File: src/dtm_cfg.svh
/*
 * Build-time configuration of the JTAG DTM
 * IR length, IDCODE value, DMI address width, DTMCS version
 */

`ifndef DTM_CFG_SVH
`define DTM_CFG_SVH

// Instruction register width in bits
`define DTM_IR_LEN 5

// IDCODE word, bit 0 must stay set as the standard requires
`define DTM_IDCODE 32'h1beef001

// Address bits of a DMI access, reported as abits in DTMCS
`define DTM_ABITS 7

// DTMCS version field, 1 means debug spec 0.13
`define DTM_VERSION 1

`endif

File: src/dtm_pkg.sv
/*
 * Shared DTM types
 * Instruction codes, DMI op codes, DMI and DTMCS payloads
 */

`include "dtm_cfg.svh"

package dtm_pkg;

  // JTAG instructions, any other code falls back to bypass
  typedef enum logic [`DTM_IR_LEN-1:0] {
    BYPASS0   = 'h00,
    IDCODE    = 'h01,
    DTMCS     = 'h10,
    DMIACCESS = 'h11,
    BYPASS1   = 'h1f
  } ir_e;

  // Request codes as sent, status codes as captured
  typedef enum logic [1:0] {
    DMI_NOP   = 2'd0,
    DMI_READ  = 2'd1,
    DMI_WRITE = 2'd2,
    DMI_BUSY  = 2'd3
  } dmi_op_e;

  // Status names sharing the request encodings
  localparam dmi_op_e DMI_SUCCESS = DMI_NOP;
  localparam dmi_op_e DMI_ERROR   = DMI_WRITE;

  // DMI scan word, op sits in the lowest bits
  typedef struct packed {
    logic [`DTM_ABITS-1:0] address;
    logic [31:0]           data;
    dmi_op_e               op;
  } dmi_t;

  // DTMCS layout as per debug spec 0.13
  typedef struct packed {
    logic [13:0] zero1;
    logic        dmihardreset;
    logic        dmireset;
    logic        zero0;
    logic [2:0]  idle;
    dmi_op_e     dmistat;
    logic [5:0]  abits;
    logic [3:0]  version;
  } dtmcs_t;

endpackage

File: src/dtm_dmi_port.sv
/*
 * DMI side of the DTM
 * Request issue, response capture, busy and sticky status
 * DTMCS capture value, dmireset and debug-module reset pulse
 */

`timescale 1ns/1ns

`include "dtm_cfg.svh"

module dtm_dmi_port (
  input  logic                  tck_i,
  input  logic                  trst_ni,
  input  logic                  dmi_clear_i,
  // DTMCS register
  input  logic                  dtmcs_update_i,
  input  dtm_pkg::dtmcs_t       dtmcs_val_i,
  output dtm_pkg::dtmcs_t       dtmcs_capture_o,
  // DMI access register
  input  logic                  dmi_update_i,
  input  dtm_pkg::dmi_t         dmi_val_i,
  input  logic                  dmi_capture_i,
  input  logic                  dmi_select_i,
  output dtm_pkg::dmi_t         dmi_capture_o,
  // Debug module strobes
  output logic                  dmi_req_valid_o,
  output logic [`DTM_ABITS-1:0] dmi_req_addr_o,
  output dtm_pkg::dmi_op_e      dmi_req_op_o,
  output logic [31:0]           dmi_req_data_o,
  output logic                  dmi_rst_no,
  input  logic                  dmi_resp_valid_i,
  input  logic [31:0]           dmi_resp_data_i,
  input  logic                  dmi_resp_err_i
);

  logic             pending_q;
  logic [31:0]      resp_data_q;
  dtm_pkg::dmi_op_e sticky_q;
  logic             issue, busy_capture, clear_sticky, hard_reset;

  // Only reads and writes reach the debug module
  assign issue = dmi_update_i && !pending_q && (sticky_q == dtm_pkg::DMI_SUCCESS)
                 && (dmi_val_i.op == dtm_pkg::DMI_READ || dmi_val_i.op == dtm_pkg::DMI_WRITE);
  // Scan landed on an unanswered request
  assign busy_capture = dmi_capture_i && dmi_select_i && pending_q
                        && (sticky_q == dtm_pkg::DMI_SUCCESS);
  assign hard_reset   = dtmcs_update_i && dtmcs_val_i.dmihardreset;
  assign clear_sticky = dmi_clear_i || hard_reset || (dtmcs_update_i && dtmcs_val_i.dmireset);

  // --------------------
  // Control state
  // --------------------
  always_ff @(posedge tck_i, negedge trst_ni) begin
    if (!trst_ni) begin
      pending_q       <= 1'b0;
      dmi_req_valid_o <= 1'b0;
      resp_data_q     <= '0;
      sticky_q        <= dtm_pkg::DMI_SUCCESS;
      dmi_rst_no      <= 1'b1;
    end else begin
      dmi_req_valid_o <= issue;
      if (issue) begin
        pending_q <= 1'b1;
      end else if (dmi_resp_valid_i) begin
        pending_q <= 1'b0;
      end
      if (dmi_resp_valid_i) begin
        resp_data_q <= dmi_resp_data_i;
      end
      // Later lines take priority, a reset beats a new fault
      if (busy_capture) begin
        sticky_q <= dtm_pkg::DMI_BUSY;
      end
      if (dmi_resp_valid_i && dmi_resp_err_i) begin
        sticky_q <= dtm_pkg::DMI_ERROR;
      end
      if (clear_sticky) begin
        sticky_q <= dtm_pkg::DMI_SUCCESS;
      end
      // Low for one cycle per hardreset write, held in TLR
      dmi_rst_no <= !(dmi_clear_i || hard_reset);
    end
  end

  // Request fields hold until the next issue
  always_ff @(posedge tck_i) begin
    if (issue) begin
      dmi_req_addr_o <= dmi_val_i.address;
      dmi_req_op_o   <= dmi_val_i.op;
      dmi_req_data_o <= dmi_val_i.data;
    end
  end

  // --------------------
  // Capture values
  // --------------------
  always_comb begin
    dmi_capture_o.address = dmi_req_addr_o;
    dmi_capture_o.data    = resp_data_q;
    // Sticky first, then live busy
    if (sticky_q != dtm_pkg::DMI_SUCCESS) begin
      dmi_capture_o.op = sticky_q;
    end else if (pending_q) begin
      dmi_capture_o.op = dtm_pkg::DMI_BUSY;
    end else begin
      dmi_capture_o.op = dtm_pkg::DMI_SUCCESS;
    end
  end

  always_comb begin
    dtmcs_capture_o         = '0;
    dtmcs_capture_o.idle    = 3'd1;
    dtmcs_capture_o.dmistat = sticky_q;
    dtmcs_capture_o.abits   = 6'(`DTM_ABITS);
    dtmcs_capture_o.version = 4'(`DTM_VERSION);
  end

  // Debug module answers only what was asked
  a_resp_pending: assert property (@(posedge tck_i) disable iff (!trst_ni)
    dmi_resp_valid_i |-> pending_q);

  // A strobe never overlaps an outstanding request
  a_no_overlap: assert property (@(posedge tck_i) disable iff (!trst_ni)
    dmi_req_valid_o |-> !$past(pending_q));

endmodule

File: src/dtm_dr_shift.sv
/*
 * Generic JTAG data register
 * Capture, LSB-first shift and update of one payload type
 */

`timescale 1ns/1ns

module dtm_dr_shift #(
  parameter type payload_t = logic [31:0]
) (
  input  logic     tck_i,
  input  logic     trst_ni,
  input  logic     capture_i,
  input  logic     shift_i,
  input  logic     update_i,
  input  logic     select_i,
  input  logic     tdi_i,
  input  payload_t capture_val_i,
  output logic     tdo_o,
  output logic     update_o,
  output payload_t update_val_o
);

  localparam int unsigned Width = $bits(payload_t);

  // Scan chain segment
  logic [Width-1:0] shift_q;

  always_ff @(posedge tck_i, negedge trst_ni) begin
    if (!trst_ni) begin
      shift_q <= '0;
    end else if (select_i) begin
      // Parallel load in Capture-DR
      if (capture_i) begin
        shift_q <= capture_val_i;
      // tdi enters at the top, LSB leaves first
      end else if (shift_i) begin
        shift_q <= {tdi_i, shift_q[Width-1:1]};
      end
    end
  end

  assign tdo_o = shift_q[0];

  // --------------------
  // Update
  // --------------------
  // Contents are frozen in Update-DR, so the strobe and the value
  // are valid together for that single cycle
  assign update_o     = update_i & select_i;
  assign update_val_o = payload_t'(shift_q);

  // TAP decodes are mutually exclusive states
  a_dr_strobes: assert property (@(posedge tck_i) disable iff (!trst_ni)
    $onehot0({capture_i, shift_i, update_i}));

endmodule

File: src/dtm_tap.sv
/*
 * JTAG TAP controller for the DTM
 * 16-state FSM, instruction register, BYPASS and IDCODE
 * Data register selects and falling-edge TDO
 */

`timescale 1ns/1ns

`include "dtm_cfg.svh"

module dtm_tap (
  input  logic tck_i,
  input  logic trst_ni,
  input  logic tms_i,
  input  logic td_i,
  output logic td_o,
  output logic tdo_oe_o,
  // Strobes towards the custom data registers
  output logic tdi_o,
  output logic capture_dr_o,
  output logic shift_dr_o,
  output logic update_dr_o,
  output logic dtmcs_select_o,
  output logic dmi_select_o,
  output logic dmi_clear_o,
  // Serial outputs of the custom data registers
  input  logic dtmcs_tdo_i,
  input  logic dmi_tdo_i
);

  typedef enum logic [3:0] {
    TEST_LOGIC_RESET, RUN_TEST_IDLE, SELECT_DR_SCAN,
    CAPTURE_DR, SHIFT_DR, EXIT1_DR, PAUSE_DR, EXIT2_DR,
    UPDATE_DR, SELECT_IR_SCAN, CAPTURE_IR, SHIFT_IR,
    EXIT1_IR, PAUSE_IR, EXIT2_IR, UPDATE_IR
  } tap_state_e;

  tap_state_e tap_state_q, tap_state_d;

  // State decodes
  logic test_logic_reset;
  logic capture_ir, shift_ir, update_ir;
  logic capture_dr, shift_dr, update_dr;

  // --------------------
  // TAP FSM
  // --------------------
  // Next state follows tms_i on every rising edge
  always_comb begin
    case (tap_state_q)
      TEST_LOGIC_RESET: tap_state_d = tms_i ? TEST_LOGIC_RESET : RUN_TEST_IDLE;
      RUN_TEST_IDLE:    tap_state_d = tms_i ? SELECT_DR_SCAN   : RUN_TEST_IDLE;
      // DR column
      SELECT_DR_SCAN:   tap_state_d = tms_i ? SELECT_IR_SCAN   : CAPTURE_DR;
      CAPTURE_DR:       tap_state_d = tms_i ? EXIT1_DR         : SHIFT_DR;
      SHIFT_DR:         tap_state_d = tms_i ? EXIT1_DR         : SHIFT_DR;
      EXIT1_DR:         tap_state_d = tms_i ? UPDATE_DR        : PAUSE_DR;
      PAUSE_DR:         tap_state_d = tms_i ? EXIT2_DR         : PAUSE_DR;
      EXIT2_DR:         tap_state_d = tms_i ? UPDATE_DR        : SHIFT_DR;
      UPDATE_DR:        tap_state_d = tms_i ? SELECT_DR_SCAN   : RUN_TEST_IDLE;
      // IR column
      SELECT_IR_SCAN:   tap_state_d = tms_i ? TEST_LOGIC_RESET : CAPTURE_IR;
      CAPTURE_IR:       tap_state_d = tms_i ? EXIT1_IR         : SHIFT_IR;
      SHIFT_IR:         tap_state_d = tms_i ? EXIT1_IR         : SHIFT_IR;
      EXIT1_IR:         tap_state_d = tms_i ? UPDATE_IR        : PAUSE_IR;
      PAUSE_IR:         tap_state_d = tms_i ? EXIT2_IR         : PAUSE_IR;
      EXIT2_IR:         tap_state_d = tms_i ? UPDATE_IR        : SHIFT_IR;
      UPDATE_IR:        tap_state_d = tms_i ? SELECT_DR_SCAN   : RUN_TEST_IDLE;
      default:          tap_state_d = TEST_LOGIC_RESET;
    endcase
  end

  // Reset parks the controller in Run-Test-Idle
  always_ff @(posedge tck_i, negedge trst_ni) begin
    if (!trst_ni) begin
      tap_state_q <= RUN_TEST_IDLE;
    end else begin
      tap_state_q <= tap_state_d;
    end
  end

  assign test_logic_reset = (tap_state_q == TEST_LOGIC_RESET);
  assign capture_ir       = (tap_state_q == CAPTURE_IR);
  assign shift_ir         = (tap_state_q == SHIFT_IR);
  assign update_ir        = (tap_state_q == UPDATE_IR);
  assign capture_dr       = (tap_state_q == CAPTURE_DR);
  assign shift_dr         = (tap_state_q == SHIFT_DR);
  assign update_dr        = (tap_state_q == UPDATE_DR);

  // --------------------
  // Instruction register
  // --------------------
  logic [`DTM_IR_LEN-1:0] ir_shift_q;
  dtm_pkg::ir_e           ir_q;

  always_ff @(posedge tck_i, negedge trst_ni) begin
    if (!trst_ni) begin
      ir_shift_q <= '0;
      ir_q       <= dtm_pkg::IDCODE;
    end else begin
      // Capture pattern ends in 01 as the standard demands
      if (capture_ir) begin
        ir_shift_q <= `DTM_IR_LEN'(2'b01);
      end else if (shift_ir) begin
        ir_shift_q <= {td_i, ir_shift_q[`DTM_IR_LEN-1:1]};
      end
      // TLR restores IDCODE, Update-IR takes the shifted code
      if (test_logic_reset) begin
        ir_q <= dtm_pkg::IDCODE;
      end else if (update_ir) begin
        ir_q <= dtm_pkg::ir_e'(ir_shift_q);
      end
    end
  end

  // --------------------
  // Built-in DRs
  // --------------------
  logic        idcode_select, bypass_select;
  logic [31:0] idcode_q;
  logic        bypass_q;

  // Decode the current instruction into one select
  always_comb begin
    idcode_select  = 1'b0;
    bypass_select  = 1'b0;
    dtmcs_select_o = 1'b0;
    dmi_select_o   = 1'b0;
    case (ir_q)
      dtm_pkg::IDCODE:    idcode_select  = 1'b1;
      dtm_pkg::DTMCS:     dtmcs_select_o = 1'b1;
      dtm_pkg::DMIACCESS: dmi_select_o   = 1'b1;
      default:            bypass_select  = 1'b1;
    endcase
  end

  always_ff @(posedge tck_i, negedge trst_ni) begin
    if (!trst_ni) begin
      idcode_q <= `DTM_IDCODE;
      bypass_q <= 1'b0;
    end else begin
      if (capture_dr && idcode_select) begin
        idcode_q <= `DTM_IDCODE;
      end else if (shift_dr && idcode_select) begin
        idcode_q <= {td_i, idcode_q[31:1]};
      end
      // Bypass captures 0 so the first bit out is known
      if (capture_dr && bypass_select) begin
        bypass_q <= 1'b0;
      end else if (shift_dr && bypass_select) begin
        bypass_q <= td_i;
      end
    end
  end

  // --------------------
  // TDO path
  // --------------------
  logic tdo_mux;

  always_comb begin
    if (shift_ir) begin
      tdo_mux = ir_shift_q[0];
    end else if (idcode_select) begin
      tdo_mux = idcode_q[0];
    end else if (dtmcs_select_o) begin
      tdo_mux = dtmcs_tdo_i;
    end else if (dmi_select_o) begin
      tdo_mux = dmi_tdo_i;
    end else begin
      tdo_mux = bypass_q;
    end
  end

  // Pad output moves half a cycle after the state
  always_ff @(negedge tck_i, negedge trst_ni) begin
    if (!trst_ni) begin
      td_o     <= 1'b0;
      tdo_oe_o <= 1'b0;
    end else begin
      td_o     <= tdo_mux;
      tdo_oe_o <= shift_ir | shift_dr;
    end
  end

  // Strobes for the custom DRs
  assign tdi_o        = td_i;
  assign capture_dr_o = capture_dr;
  assign shift_dr_o   = shift_dr;
  assign update_dr_o  = update_dr;
  assign dmi_clear_o  = test_logic_reset;

  // Enable set on the falling edge must match the state seen on the rising one
  a_oe_only_shift: assert property (@(posedge tck_i) disable iff (!trst_ni)
    tdo_oe_o |-> (shift_ir || shift_dr));

  // One data register on the chain at a time
  a_one_select: assert property (@(posedge tck_i) disable iff (!trst_ni)
    $onehot0({idcode_select, bypass_select, dtmcs_select_o, dmi_select_o}));

endmodule

File: src/dtm_top.sv
/*
 * JTAG DTM top level
 * TAP, DTMCS and DMI data registers, DMI port
 */

`timescale 1ns/1ns

`include "dtm_cfg.svh"

module dtm_top (
  input  logic                  tck_i,
  input  logic                  trst_ni,
  input  logic                  tms_i,
  input  logic                  td_i,
  output logic                  td_o,
  output logic                  tdo_oe_o,
  // Debug module interface
  output logic                  dmi_req_valid_o,
  output logic [`DTM_ABITS-1:0] dmi_req_addr_o,
  output dtm_pkg::dmi_op_e      dmi_req_op_o,
  output logic [31:0]           dmi_req_data_o,
  output logic                  dmi_rst_no,
  input  logic                  dmi_resp_valid_i,
  input  logic [31:0]           dmi_resp_data_i,
  input  logic                  dmi_resp_err_i
);

  // TAP strobes
  logic tdi, capture_dr, shift_dr, update_dr, dmi_clear;
  logic dtmcs_select, dmi_select, dtmcs_tdo, dmi_tdo;

  // DR payloads
  logic            dtmcs_update, dmi_update;
  dtm_pkg::dtmcs_t dtmcs_capture, dtmcs_val;
  dtm_pkg::dmi_t   dmi_capture, dmi_val;

  dtm_tap tap_i (
    .tck_i          (tck_i),
    .trst_ni        (trst_ni),
    .tms_i          (tms_i),
    .td_i           (td_i),
    .td_o           (td_o),
    .tdo_oe_o       (tdo_oe_o),
    .tdi_o          (tdi),
    .capture_dr_o   (capture_dr),
    .shift_dr_o     (shift_dr),
    .update_dr_o    (update_dr),
    .dtmcs_select_o (dtmcs_select),
    .dmi_select_o   (dmi_select),
    .dmi_clear_o    (dmi_clear),
    .dtmcs_tdo_i    (dtmcs_tdo),
    .dmi_tdo_i      (dmi_tdo)
  );

  dtm_dr_shift #(.payload_t(dtm_pkg::dtmcs_t)) dtmcs_dr (
    .tck_i         (tck_i),
    .trst_ni       (trst_ni),
    .capture_i     (capture_dr),
    .shift_i       (shift_dr),
    .update_i      (update_dr),
    .select_i      (dtmcs_select),
    .tdi_i         (tdi),
    .capture_val_i (dtmcs_capture),
    .tdo_o         (dtmcs_tdo),
    .update_o      (dtmcs_update),
    .update_val_o  (dtmcs_val)
  );

  dtm_dr_shift #(.payload_t(dtm_pkg::dmi_t)) dmi_dr (
    .tck_i         (tck_i),
    .trst_ni       (trst_ni),
    .capture_i     (capture_dr),
    .shift_i       (shift_dr),
    .update_i      (update_dr),
    .select_i      (dmi_select),
    .tdi_i         (tdi),
    .capture_val_i (dmi_capture),
    .tdo_o         (dmi_tdo),
    .update_o      (dmi_update),
    .update_val_o  (dmi_val)
  );

  dtm_dmi_port dmi_port_i (
    .tck_i            (tck_i),
    .trst_ni          (trst_ni),
    .dmi_clear_i      (dmi_clear),
    .dtmcs_update_i   (dtmcs_update),
    .dtmcs_val_i      (dtmcs_val),
    .dtmcs_capture_o  (dtmcs_capture),
    .dmi_update_i     (dmi_update),
    .dmi_val_i        (dmi_val),
    .dmi_capture_i    (capture_dr),
    .dmi_select_i     (dmi_select),
    .dmi_capture_o    (dmi_capture),
    .dmi_req_valid_o  (dmi_req_valid_o),
    .dmi_req_addr_o   (dmi_req_addr_o),
    .dmi_req_op_o     (dmi_req_op_o),
    .dmi_req_data_o   (dmi_req_data_o),
    .dmi_rst_no       (dmi_rst_no),
    .dmi_resp_valid_i (dmi_resp_valid_i),
    .dmi_resp_data_i  (dmi_resp_data_i),
    .dmi_resp_err_i   (dmi_resp_err_i)
  );

endmodule
File: config.mk
export PLATFORM = sky130hd
export DESIGN_NAME = dtm_top
export DESIGN_NICKNAME = d
export VERILOG_FILES = /design/src/dtm_pkg.sv /design/src/dtm_dmi_port.sv /design/src/dtm_dr_shift.sv /design/src/dtm_tap.sv /design/src/dtm_top.sv
export VERILOG_INCLUDE_DIRS = /design/src /design/src/src
export SDC_FILE = /design/constraint.sdc
export NUM_CORES = 1
export LEC_CHECK = 0
export BUFFER_PORTS_ARGS = -buffer_cell sky130_fd_sc_hd__buf_2
export CORE_MARGIN = 5
export CORE_UTILIZATION = 45
export CTS_CLUSTER_DIAMETER = 150
export DETAILED_ROUTE_END_ITERATION = 10
export GPL_ROUTABILITY_DRIVEN = 0
export HOLD_SLACK_MARGIN = 0.1
export SYNTH_ARGS = -nofsm -noshare
export SYNTH_HDL_FRONTEND = slang
export SYNTH_SLANG_ARGS = --single-unit
File: constraint.sdc
create_clock -name tck_i -period 5.2 [get_ports tck_i]
set_input_delay 1.04 -clock tck_i [delete_from_list [all_inputs] [get_ports tck_i]]
set_output_delay 1.04 -clock tck_i [all_outputs]
set_load 0.02 [all_outputs]
; ---- After elaboration in Yosys (flattened, before gate mapping)
; Cells that the tools add are included.
[word_totals]
register_bits = 200
input_bits = 38
output_inout_bits = 45
wordCells = 114
[classes]
eq_ne = 20
muxes = 40
bitwise = 3
n_reduce_logical = 34
[op_table]
columns = cell, count
row1 = 32-bit 2-to-1 mux, 4
row2 = 41-bit 2-to-1 mux, 2
row3 = 4-bit one-hot mux with 12 select lines, 1
row4 = 4-bit equality test (second input constant), 8
row5 = 5-bit 2-to-1 mux, 4
row6 = 4-bit by 3-bit equality test with 1-bit output (second input constant), 4
row7 = 2-bit 2-to-1 mux, 8
row8 = 4-bit 2-to-1 mux, 4
row9 = 1-bit 2-to-1 mux, 15
row10 = 2-bit nonzero test, 7
row11 = 1-bit logical AND, 13
row12 = 5-bit equality test (second input constant), 2
row13 = 4-bit by 2-bit equality test with 1-bit output (second input constant), 2
row14 = 3-bit 2-to-1 mux, 2
row15 = 3-bit OR reduction, 2
row16 = 5-bit by 1-bit equality test with 1-bit output (second input constant), 1
row17 = 4-bit by 1-bit equality test with 1-bit output (second input constant), 1
row18 = 4-bit zero test, 1
row19 = 2-bit AND reduction, 2
row20 = 2-bit OR reduction, 2
row21 = 1-bit logical OR, 3
row22 = 3-bit nonzero test, 1
row23 = 1-bit AND, 2
row24 = 2-bit by 1-bit equality test with 1-bit output (second input constant), 1
row25 = other kinds (4), 5

; ---- Logic depth before layout (Yosys ltp)
; Gate-level depths: netlist of run 1.
[depth]
ltp_word = 8
mapped_depth = 7
depth_no_buf = 4

; ---- Hierarchy
; From an unflattened synthesis of run 1, not the netlist that was laid out.
[unflattened]
cells_unflattened = 777
area_unflattened_um2 = 8858.5
[by_module_without_submodules]
columns = module, n_inst, cells_each, area_per_inst_um2, seq_area_each_um2
row1 = dtm_dmi_port, 1, 170, 3093.0, 2158.3
row2 = dtm_tap, 1, 260, 2312.2, 1247.4
row3 = dtm_dr_shift at dmi_dr, 1, 194, 1921.8, 1026.0
row4 = dtm_dr_shift at dtmcs_dr, 1, 153, 1531.5, 800.8

==> results.cfg, run 1 <==
[grt]
antenna_found_initial = 0
overflow = 0
grt_max_degree = 83
grt_pass1_wl_um = 25500
first_global_vias = 5130
grt_most_used_layer = met2
grt_use_met1_pct = 21.0
grtUsageMet3_pct = 3.97
grt_use_total_pct = 15.3
met2_usage_pct = 24.0

[clock_network]
root_buffer = clkbuf_16
cts_buffers = 17
cts_resized = 0
cts_max_level = 4
clk_latency_ns = 0.43
ctsLongestPathBuffers = 2
cts_hold_buf = 0
post_cts_buffers = 0
clock-sinks = 200
cts_tree = built
cts.reportedPaths.clkPinSlew_ns = 0.07

[place]
post_dp_cell_area_um2 = 8620
pre_cts_slack_ns = 0.962
placed_cells = 971
portBuffers = 82
dp_hpwl_um = 9570

[logic_synthesis]
synth_top_family_by_area = simple AND/OR/NAND/NOR gates
synth_ff_type = dfrtp_1
synth-xor-area-share_pct = 0.108
synth_edf_count = 41
muxShareOfSynthArea_pct = 9.50
yosys_warnings = 0
synthTopCellsByCount = 160 x nand2_1, 139 x dfrtp_1, 92 x o21ai_1, 41 x edfxtp_1, 40 x mux2i_1
synth_top_area_share_pct = 42.8
syn_nets = 743
syn_avg_cell_area_um2 = 11.5
ys_seq_area_share_pct = 64.4
synth_fa_ha_area_share_pct = 0
yosysMostFrequentCell = nand2_1
async_flop_share_pct = 79.5
yosys-top-cells-area = dfrtp_1 43%, edfxtp_1 15%, nand2_1 7.4%
synth-simple-area-share_pct = 11.1
synth_area_leader_cell = dfrtp_1
ys_types = 47
ys_ff_latch = 200
syn_area_um2 = 8120
synth_compound_area_share_pct = 11.0
synth_cells = 705

[critical_path]
crit_chain = buf_2
slowest_delay_ns = 0.44
arrival_ns = 3.63
crit_type = reg2out
cp.required_ns = 4.16
critPathSlowestCell = dfrtn_1
crit_path_end_kind = output pin
cp_num_buf_inv = 1
start_kind = flip-flop
crit_family = flip-flops
cp_max_fo = 1

[routing]
vias_per_cell = 5.18
wire_per_inst_um = 15.2
post-route-drc-count = 0
antenna_left = 0
drt_first_pass_iters = 5
drt_iter0_markers = 331
routed_wl_um = 15200
num_vias = 5191

[timing]
slew-limit-headroom_pct = 28.4
setup_violations = 0
tightest_slew_ns = 1.07
drv_slew = 0
hold_viol_final = 0
grt_setup_unrepaired = no
finalSetupTns_ns = 0
finalWorstSetupSlack_ns = 0.533
fin_skew_ns = 0.0325

[cells_and_area]
final_cells = 1003
drive_gt1_share_pct = 23.3
final_area_um2 = 9180
num_antenna_cells = 0
syn2layout_area_growth_pct = 13.0
layout.nets = 799

[die]
io_pins = 83
core_um2 = 17800
fp.dieH_um = 144
start_util_pct = 45.5
dieArea_um2 = 20800
row_count = 49
fp.dieW_um = 144

[outcome]
outcome = finished clean

[pwr]
seqPwrFrac_pct = 50.2
p_per_area_nw_per_um2 = 445
pwr-share-comb_pct = 19.1
totalPowerFinal_mw = 4.09
power.leakage_nw = 3.63
p_switching_mw = 1.25
pwr-share-clk_pct = 30.6
internal-power_mw = 2.84
switching_share_pct = 30.6
ir_drop_uv = 271

[flow_run]
cap_violations = 0

[min_path]
hold_class = reg2reg
[cells in the final DEF (no fill, tap or decap), types with 2 or more instances in the layout]
cell        instances
o21ai_1            92
mux2_2             33
nor4b_4             2
a211oi_1            4
and3_1              2
nor2b_1             3
and2_1              2
dfstp_2            18
a21oi_1            14
mux2i_1            40
a22oi_1             3
clkinv_4            2
dfrtn_1             2
dfrtp_1           139
inv_1               8
clkbuf_16          17
nand3_1             4
buf_2              81
nand4_1             2
inv_6               3
a21o_1              3
edfxtp_1           41
nor2_1             30
o21ai_0            25
o22ai_1             4
clkinv_1            2
nand2_1           160
buf_4               8
a31oi_1             2
clkinvlp_4          3
o211ai_4            2
[routing by layer]
layer  part of all wire (%)  wire length (um)
met5                      0                 0
met4                    1.7               258
met3                    6.4               969
met2                     46              7030
met1                     46              6950
[state kept, by name (all words and copies together) (netlist names), 2 cells and up]
register,count
dmi_port_i.dmi_req_op_o,2
tap_i.idcode_q,32
tap_i.tap_state_q,4
tap_i.ir_shift_q,5
dmi_port_i.resp_data_q,32
dmi_port_i.dmi_req_addr_o,7
dmi_port_i.sticky_q,2
tap_i.ir_q,5
dtmcs_dr.update_val_o,32
dmi_dr.update_val_o,41
dmi_port_i.dmi_req_data_o,32
[through the flow]
step                      utilization, %  hold WS [ns]
after floorplan                        -         0.443
after global placement              48.3         0.450
after detailed placement            48.3         0.456
after CTS                           51.5         0.466
after global routing                51.5         0.483
final                               51.5         0.463
[layout make-up]
type | count | area [um2]
Clock buffer | 19 | 443
Clock inverter | 13 | 120
Fill cell | 1550 | 8660
Inverter | 8 | 30.0
Multi-Input combinational cell | 444 | 2590
Sequential cell | 200 | 5230
Tap cell | 229 | 287
Timing Repair Buffer | 90 | 477
[power groups by stage]
stage / combinational [mW] / sequential [mW] / clock (mW)
after floorplan: 0.719 / 1.98 / 0
after global placement: 0.763 / 2.07 / 0
after detailed placement: 0.787 / 2.08 / 0
after CTS: 0.792 / 2.05 / 1.28
after global routing: 0.900 / 2.09 / 1.35
final: 0.781 / 2.06 / 1.25
[worst reg2reg max path, cell delays in order (launching register included)]
cell     delay, ns
dfrtp_1       0.44
nor3_1        0.52
o21ai_0       0.25
a22oi_1       0.21
a21oi_1       0.10
[logic make-up (layout without fill, tap and decap cells)]
group	count (synthesis)	in the layout
AO/OA/AOI/OAI	157	157
XOR/XNOR	1	1
flip-flops	200	200
AND/OR/NAND/NOR	213	213
buffers and inverters	61	130
multiplexers	73	73
[worst paths after layout]
path / endpoint / slack [ns] / depth (start not counted) / start
max reg2reg: tap_i.td_o / 0.89 / 4 / tap_i.ir_q[1]
max in group asynchronous: tap_i.td_o / 1.83 / 1 / trst_ni
min in group asynchronous: dmi_port_i.resp_data_q[10] / 0.51 / 1 / trst_ni
max: td_o / 0.53 / 1 / tap_i.td_o
min reg2reg: tap_i.idcode_q[19] / 0.46 / 2 / tap_i.idcode_q[19]
min: tap_i.idcode_q[19] / 0.46 / 2 / tap_i.idcode_q[19]
Power figures use the tool's default switching activity.
==> inputs of run 2 (changes only) <==
--- a/config.mk
+++ b/config.mk
@@ -8,11 +8,12 @@
 export LEC_CHECK = 0
 export BUFFER_PORTS_ARGS = -buffer_cell sky130_fd_sc_hd__buf_2
 export CORE_MARGIN = 5
-export CORE_UTILIZATION = 45
+export CORE_UTILIZATION = 42
 export CTS_CLUSTER_DIAMETER = 150
 export DETAILED_ROUTE_END_ITERATION = 10
 export GPL_ROUTABILITY_DRIVEN = 0
-export HOLD_SLACK_MARGIN = 0.1
+export HOLD_SLACK_MARGIN = 0.03
+export RECOVER_POWER = 100
 export SYNTH_ARGS = -nofsm -noshare
 export SYNTH_HDL_FRONTEND = slang
 export SYNTH_SLANG_ARGS = --single-unit
==> run 2 against run 1 <==
Compared with the run above: sequential share of layout area grew 0.22 points; count of clock-buffer cells in the layout shrank 2; worst setup slack gained 0.012 ns; register-to-register slack got worse by 0.09 ns; core utilization shrank 3.1 points; global-route usage decreased by 1.6 points; critical path depth unchanged; final area decreased by 0.38%; largest cell class unchanged; the run now ends with max-capacitance violations, max-slew violations left; non-clock buffer count is the same; critical path type unchanged; sequential power about the same; clock power increased by 6%.
==> results.cfg, run 2 (synthesized netlist as in run 1, its figures left out) <==
[clock_network]
root_buffer = clkbuf_16
clk_latency_ns = 0.43
cts_max_level = 4
cts.reportedPaths.clkPinSlew_ns = 0.07
cts_hold_buf = 0
cts_resized = 0
cts_buffers = 17
cts_tree = built
clock-sinks = 200
post_cts_buffers = 0
ctsLongestPathBuffers = 2

[outcome]
violations = max-capacitance violations, max-slew violations
outcome = finished with violations

[timing]
finalWorstSetupSlack_ns = 0.545
drv_slew = 264
finalSetupTns_ns = 0
setup_violations = 0
grt_setup_unrepaired = no
slew-limit-headroom_pct = -64.8
fin_skew_ns = 0.0281
hold_viol_final = 0
tightest_slew_ns = 2.47

[pwr]
switching_share_pct = 31.0
power.leakage_nw = 3.59
seqPwrFrac_pct = 49.7
pwr-share-comb_pct = 17.9
ir_drop_uv = 224
pwr-share-clk_pct = 32.4
p_switching_mw = 1.27
p_per_area_nw_per_um2 = 448
internal-power_mw = 2.83

[routing]
wire_per_inst_um = 14.5
drt_iter0_markers = 269
post-route-drc-count = 0
drt_first_pass_iters = 4
routed_wl_um = 15000
vias_per_cell = 4.93
antenna_left = 0
num_vias = 5094

[die]
fp.dieW_um = 149
start_util_pct = 43.0
row_count = 50
core_um2 = 18900
io_pins = 83
dieArea_um2 = 22200
fp.dieH_um = 149

[critical_path]
critPathSlowestCell = dfrtn_1
crit_type = reg2out
crit_chain = clkbuf_1
cp.required_ns = 4.16
cp_num_buf_inv = 1
crit_family = flip-flops
arrival_ns = 3.61
cp_max_fo = 1
cp.depth = 1
r2r_cells = 4
start_kind = flip-flop
crit_path_end_kind = output pin
slowest_delay_ns = 0.39

[grt]
overflow = 0
grt_pass1_wl_um = 24800
grt_max_degree = 83
first_global_vias = 4978
antenna_found_initial = 0
grt_use_total_pct = 13.7

[place]
pre_cts_slack_ns = 1.03
portBuffers = 82
dp_hpwl_um = 9440

[cells_and_area]
mostFrequentLayoutCell = nand2_1
syn2layout_area_growth_pct = 12.6
drive_gt1_share_pct = 16.9
num_antenna_cells = 0
final_util_pct = 48.4
layout.nets = 799
largest_reg_flops = 41
final_cell_mix = 160 x nand2_1, 139 x dfrtp_1, 111 x o21ai_0

[min_path]
hold_path_depth = 0
hold_class = reg2reg

[flow_run]
cap_violations = 6
## run 2: cell type report
class                           count  area, um2
Clock buffer                       17        425
Inverter                            8       30.0
Multi-Input combinational cell    444       2560
Fill cell                        1730       9740
Timing Repair Buffer               90        399
Tap cell                          260        325
Clock inverter                     15        175
Sequential cell                   200       5230
## run 2: layer usage
| layer | part of all wire, % | track usage, % | vias to the layer above |
|---|---|---|---|
| met2 | 46 | 21.2 | 85 |
| met3 | 4.3 | 3.65 | 14 |
| met4 | 1.1 | 4.76 | 0 |
| met1 | 48 | 18.9 | 2467 |
| met5 | 0 | 0 | - |
| li1 | - | - | 2528 |
## run 2: through the flow
step	std cells	total power [mW]	hold WS, ns	cell area, um2
floorplan	705	2.70	0.443	8120
global placement	1002	2.82	0.450	8660
CTS	1034	4.19	0.464	9260
detailed placement	1002	2.86	0.454	8660
global route	1034	4.34	0.482	9150
finish	1034	4.09	0.471	9150
## run 2: final timing paths
check	start	endpoint	slack (ns)
max reg2reg	tap_i.ir_q[4]	dmi_port_i.dmi_req_data_o[3]	0.80
min	dmi_dr.update_val_o[22]	dmi_port_i.dmi_req_data_o[20]	0.47
min reg2reg	dmi_dr.update_val_o[22]	dmi_port_i.dmi_req_data_o[20]	0.47
max in group asynchronous	trst_ni	tap_i.idcode_q[9]	1.63
min in group asynchronous	trst_ni	dmi_port_i.resp_data_q[29]	0.48
max	tap_i.tdo_oe_o	tdo_oe_o	0.55
## run 2: power groups by stage
stage	registers [mW]	logic, mW	clock network [mW]
floorplan	1.98	0.719	0
global placement	2.06	0.759	0
detailed placement	2.08	0.782	0
CTS	2.05	0.784	1.36
global route	2.07	0.839	1.42
finish	2.04	0.732	1.33
==> inputs of run 3 (changes only) <==
--- a/config.mk
+++ b/config.mk
@@ -12,6 +12,7 @@
 export CTS_CLUSTER_DIAMETER = 150
 export DETAILED_ROUTE_END_ITERATION = 10
 export GPL_ROUTABILITY_DRIVEN = 0
+export GPL_TIMING_DRIVEN = 0
 export HOLD_SLACK_MARGIN = 0.03
 export RECOVER_POWER = 100
 export SYNTH_ARGS = -nofsm -noshare
==> run 3 against run 2 <==
Compared with the run above: the run still ends with max-capacitance violations, max-slew violations left; routed wire length grew 9.5%; final area up 2.1%; worst hold slack worse by 0.011 ns; worst setup slack worse by 0.010 ns; sequential power fell by 3%; critical endpoint is now td_o; largest cell class unchanged.
==> results.cfg, run 3 (synthesized netlist as in run 1, its figures left out) <==
[clock_network]
clk_latency_ns = 0.43
cts.reportedPaths.clkPinSlew_ns = 0.07
post_cts_buffers = 0
root_buffer = clkbuf_16
cts_max_level = 4
ctsLongestPathBuffers = 2
cts_buffers = 17
cts_resized = 0
cts_tree = built
clock-sinks = 200
cts_hold_buf = 0

[pwr]
seqPwrFrac_pct = 46.5
switching_share_pct = 29.6
p_switching_mw = 1.26
p_per_area_nw_per_um2 = 454
internal-power_mw = 2.99
power.leakage_nw = 3.70
ir_drop_uv = 214
pwr-share-clk_pct = 33.2
pwr-share-comb_pct = 20.2

[outcome]
violations = max-capacitance violations, max-slew violations
outcome = finished with violations

[timing]
tightest_slew_ns = 2.27
hold_viol_final = 0
setup_violations = 0
grt_setup_unrepaired = no
fin_skew_ns = 0.0267
hold_slack_ns = 0.460
slew-limit-headroom_pct = -51.6
drv_slew = 108

[cells_and_area]
final_util_pct = 49.5
mostFrequentLayoutCell = nand2_1
final_cell_mix = 160 x nand2_1, 139 x dfrtp_1, 104 x o21ai_0
num_antenna_cells = 0
layout.nets = 847
syn2layout_area_growth_pct = 15.0
drive_gt1_share_pct = 16.5
largest_reg_flops = 41

[die]
dieArea_um2 = 22200
start_util_pct = 43.0
core_um2 = 18900
io_pins = 83
fp.dieW_um = 149
fp.dieH_um = 149
row_count = 50

[min_path]
min_from = tap_i.idcode_q[22]
hold_class = reg2reg

[critical_path]
r2r_cells = 5
slowest_delay_ns = 0.39
cp_max_fo = 1
crit_family = flip-flops
start_kind = flip-flop
cp_num_buf_inv = 1
timing.rr.end = tap_i.td_o
crit_path_end_kind = output pin
arrival_ns = 3.63
timing.rr.start = tap_i.tap_state_q[0]
crit_type = reg2out
startpoint = tap_i.td_o
crit_chain = clkbuf_1
critPathSlowestCell = dfrtn_1
ff2ff_setup_slack_ns = 0.78
endpoint = td_o
cp.depth = 1
cp.required_ns = 4.16

[routing]
routed_wl_um = 16400
drt_iter0_markers = 302
wire_per_inst_um = 15.2
antenna_left = 0
num_vias = 5475
vias_per_cell = 5.06
drt_first_pass_iters = 5
post-route-drc-count = 0

[grt]
first_global_vias = 5410
overflow = 0
grt_max_degree = 95
grt_use_total_pct = 15.4
antenna_found_initial = 0
grt_pass1_wl_um = 27500

[place]
portBuffers = 80
dp_hpwl_um = 11400

[flow_run]
cap_violations = 2
## run 3: power by group through the flow
stage          logic [mW]  clock network (mW)  registers (mW)
5_1_grt             0.977                1.52            2.00
4_1_cts             0.963                1.44            1.98
3_3_place_gp        0.917                   0            2.00
3_5_place_dp        0.959                   0            2.01
6_report            0.859                1.41            1.97
2_1_floorplan       0.719                   0            1.98
## run 3: through the flow
step	power (mW)	setup TNS (ns)	worst slack [ns]	cell area (um2)	std cells
detailed placement	2.97	0	0.832	8930	1050
CTS	4.39	0	0.596	9570	1082
global placement	2.91	-38.08	-1.64	8850	1045
finish	4.24	0	0.535	9340	1082
floorplan	2.70	0	0.777	8120	705
global route	4.50	0	0.354	9340	1082
## run 3: layout make-up
cell class / count / area (um2)
buffer: 53 / 246
clock buffer: 19 / 443
clock inverter: 13 / 191
fill: 1775 / 9550
inverter: 8 / 30.0
multi-input combinational: 444 / 2500
sequential: 200 / 5230
tap: 260 / 325
timing repair buffer: 85 / 370
## run 3: how the worst min path moves through the flow
| stage | to | slack (ns) | depth (start not counted) |
|---|---|---|---|
| 2_1_floorplan | tap_i.idcode_q[0] | 0.44 | 2 |
| 3_3_place_gp | tap_i.idcode_q[15] | 0.45 | 2 |
| 3_5_place_dp | tap_i.idcode_q[22] | 0.45 | 2 |
| 4_1_cts | tap_i.idcode_q[22] | 0.46 | 2 |
| 5_1_grt | tap_i.idcode_q[24] | 0.48 | 2 |
| 6_report | tap_i.idcode_q[22] | 0.46 | 2 |
## run 3: routing by layer
| layer | GRT usage [%] | wire [um] | up-vias |
|---|---|---|---|
| li1 | - | - | 2629 |
| met1 | 20.2 | 7430 | 2689 |
| met2 | 25.3 | 7910 | 131 |
| met3 | 3.86 | 790 | 26 |
| met4 | 4.53 | 283 | 0 |
| met5 | 0 | 0 | - |
## run 3: tightest hold or removal path, cell delays in order (launching register included)
cell	delay [ns]
dfstp_2	0.37
nand2_1	0.04
o21ai_1	0.05
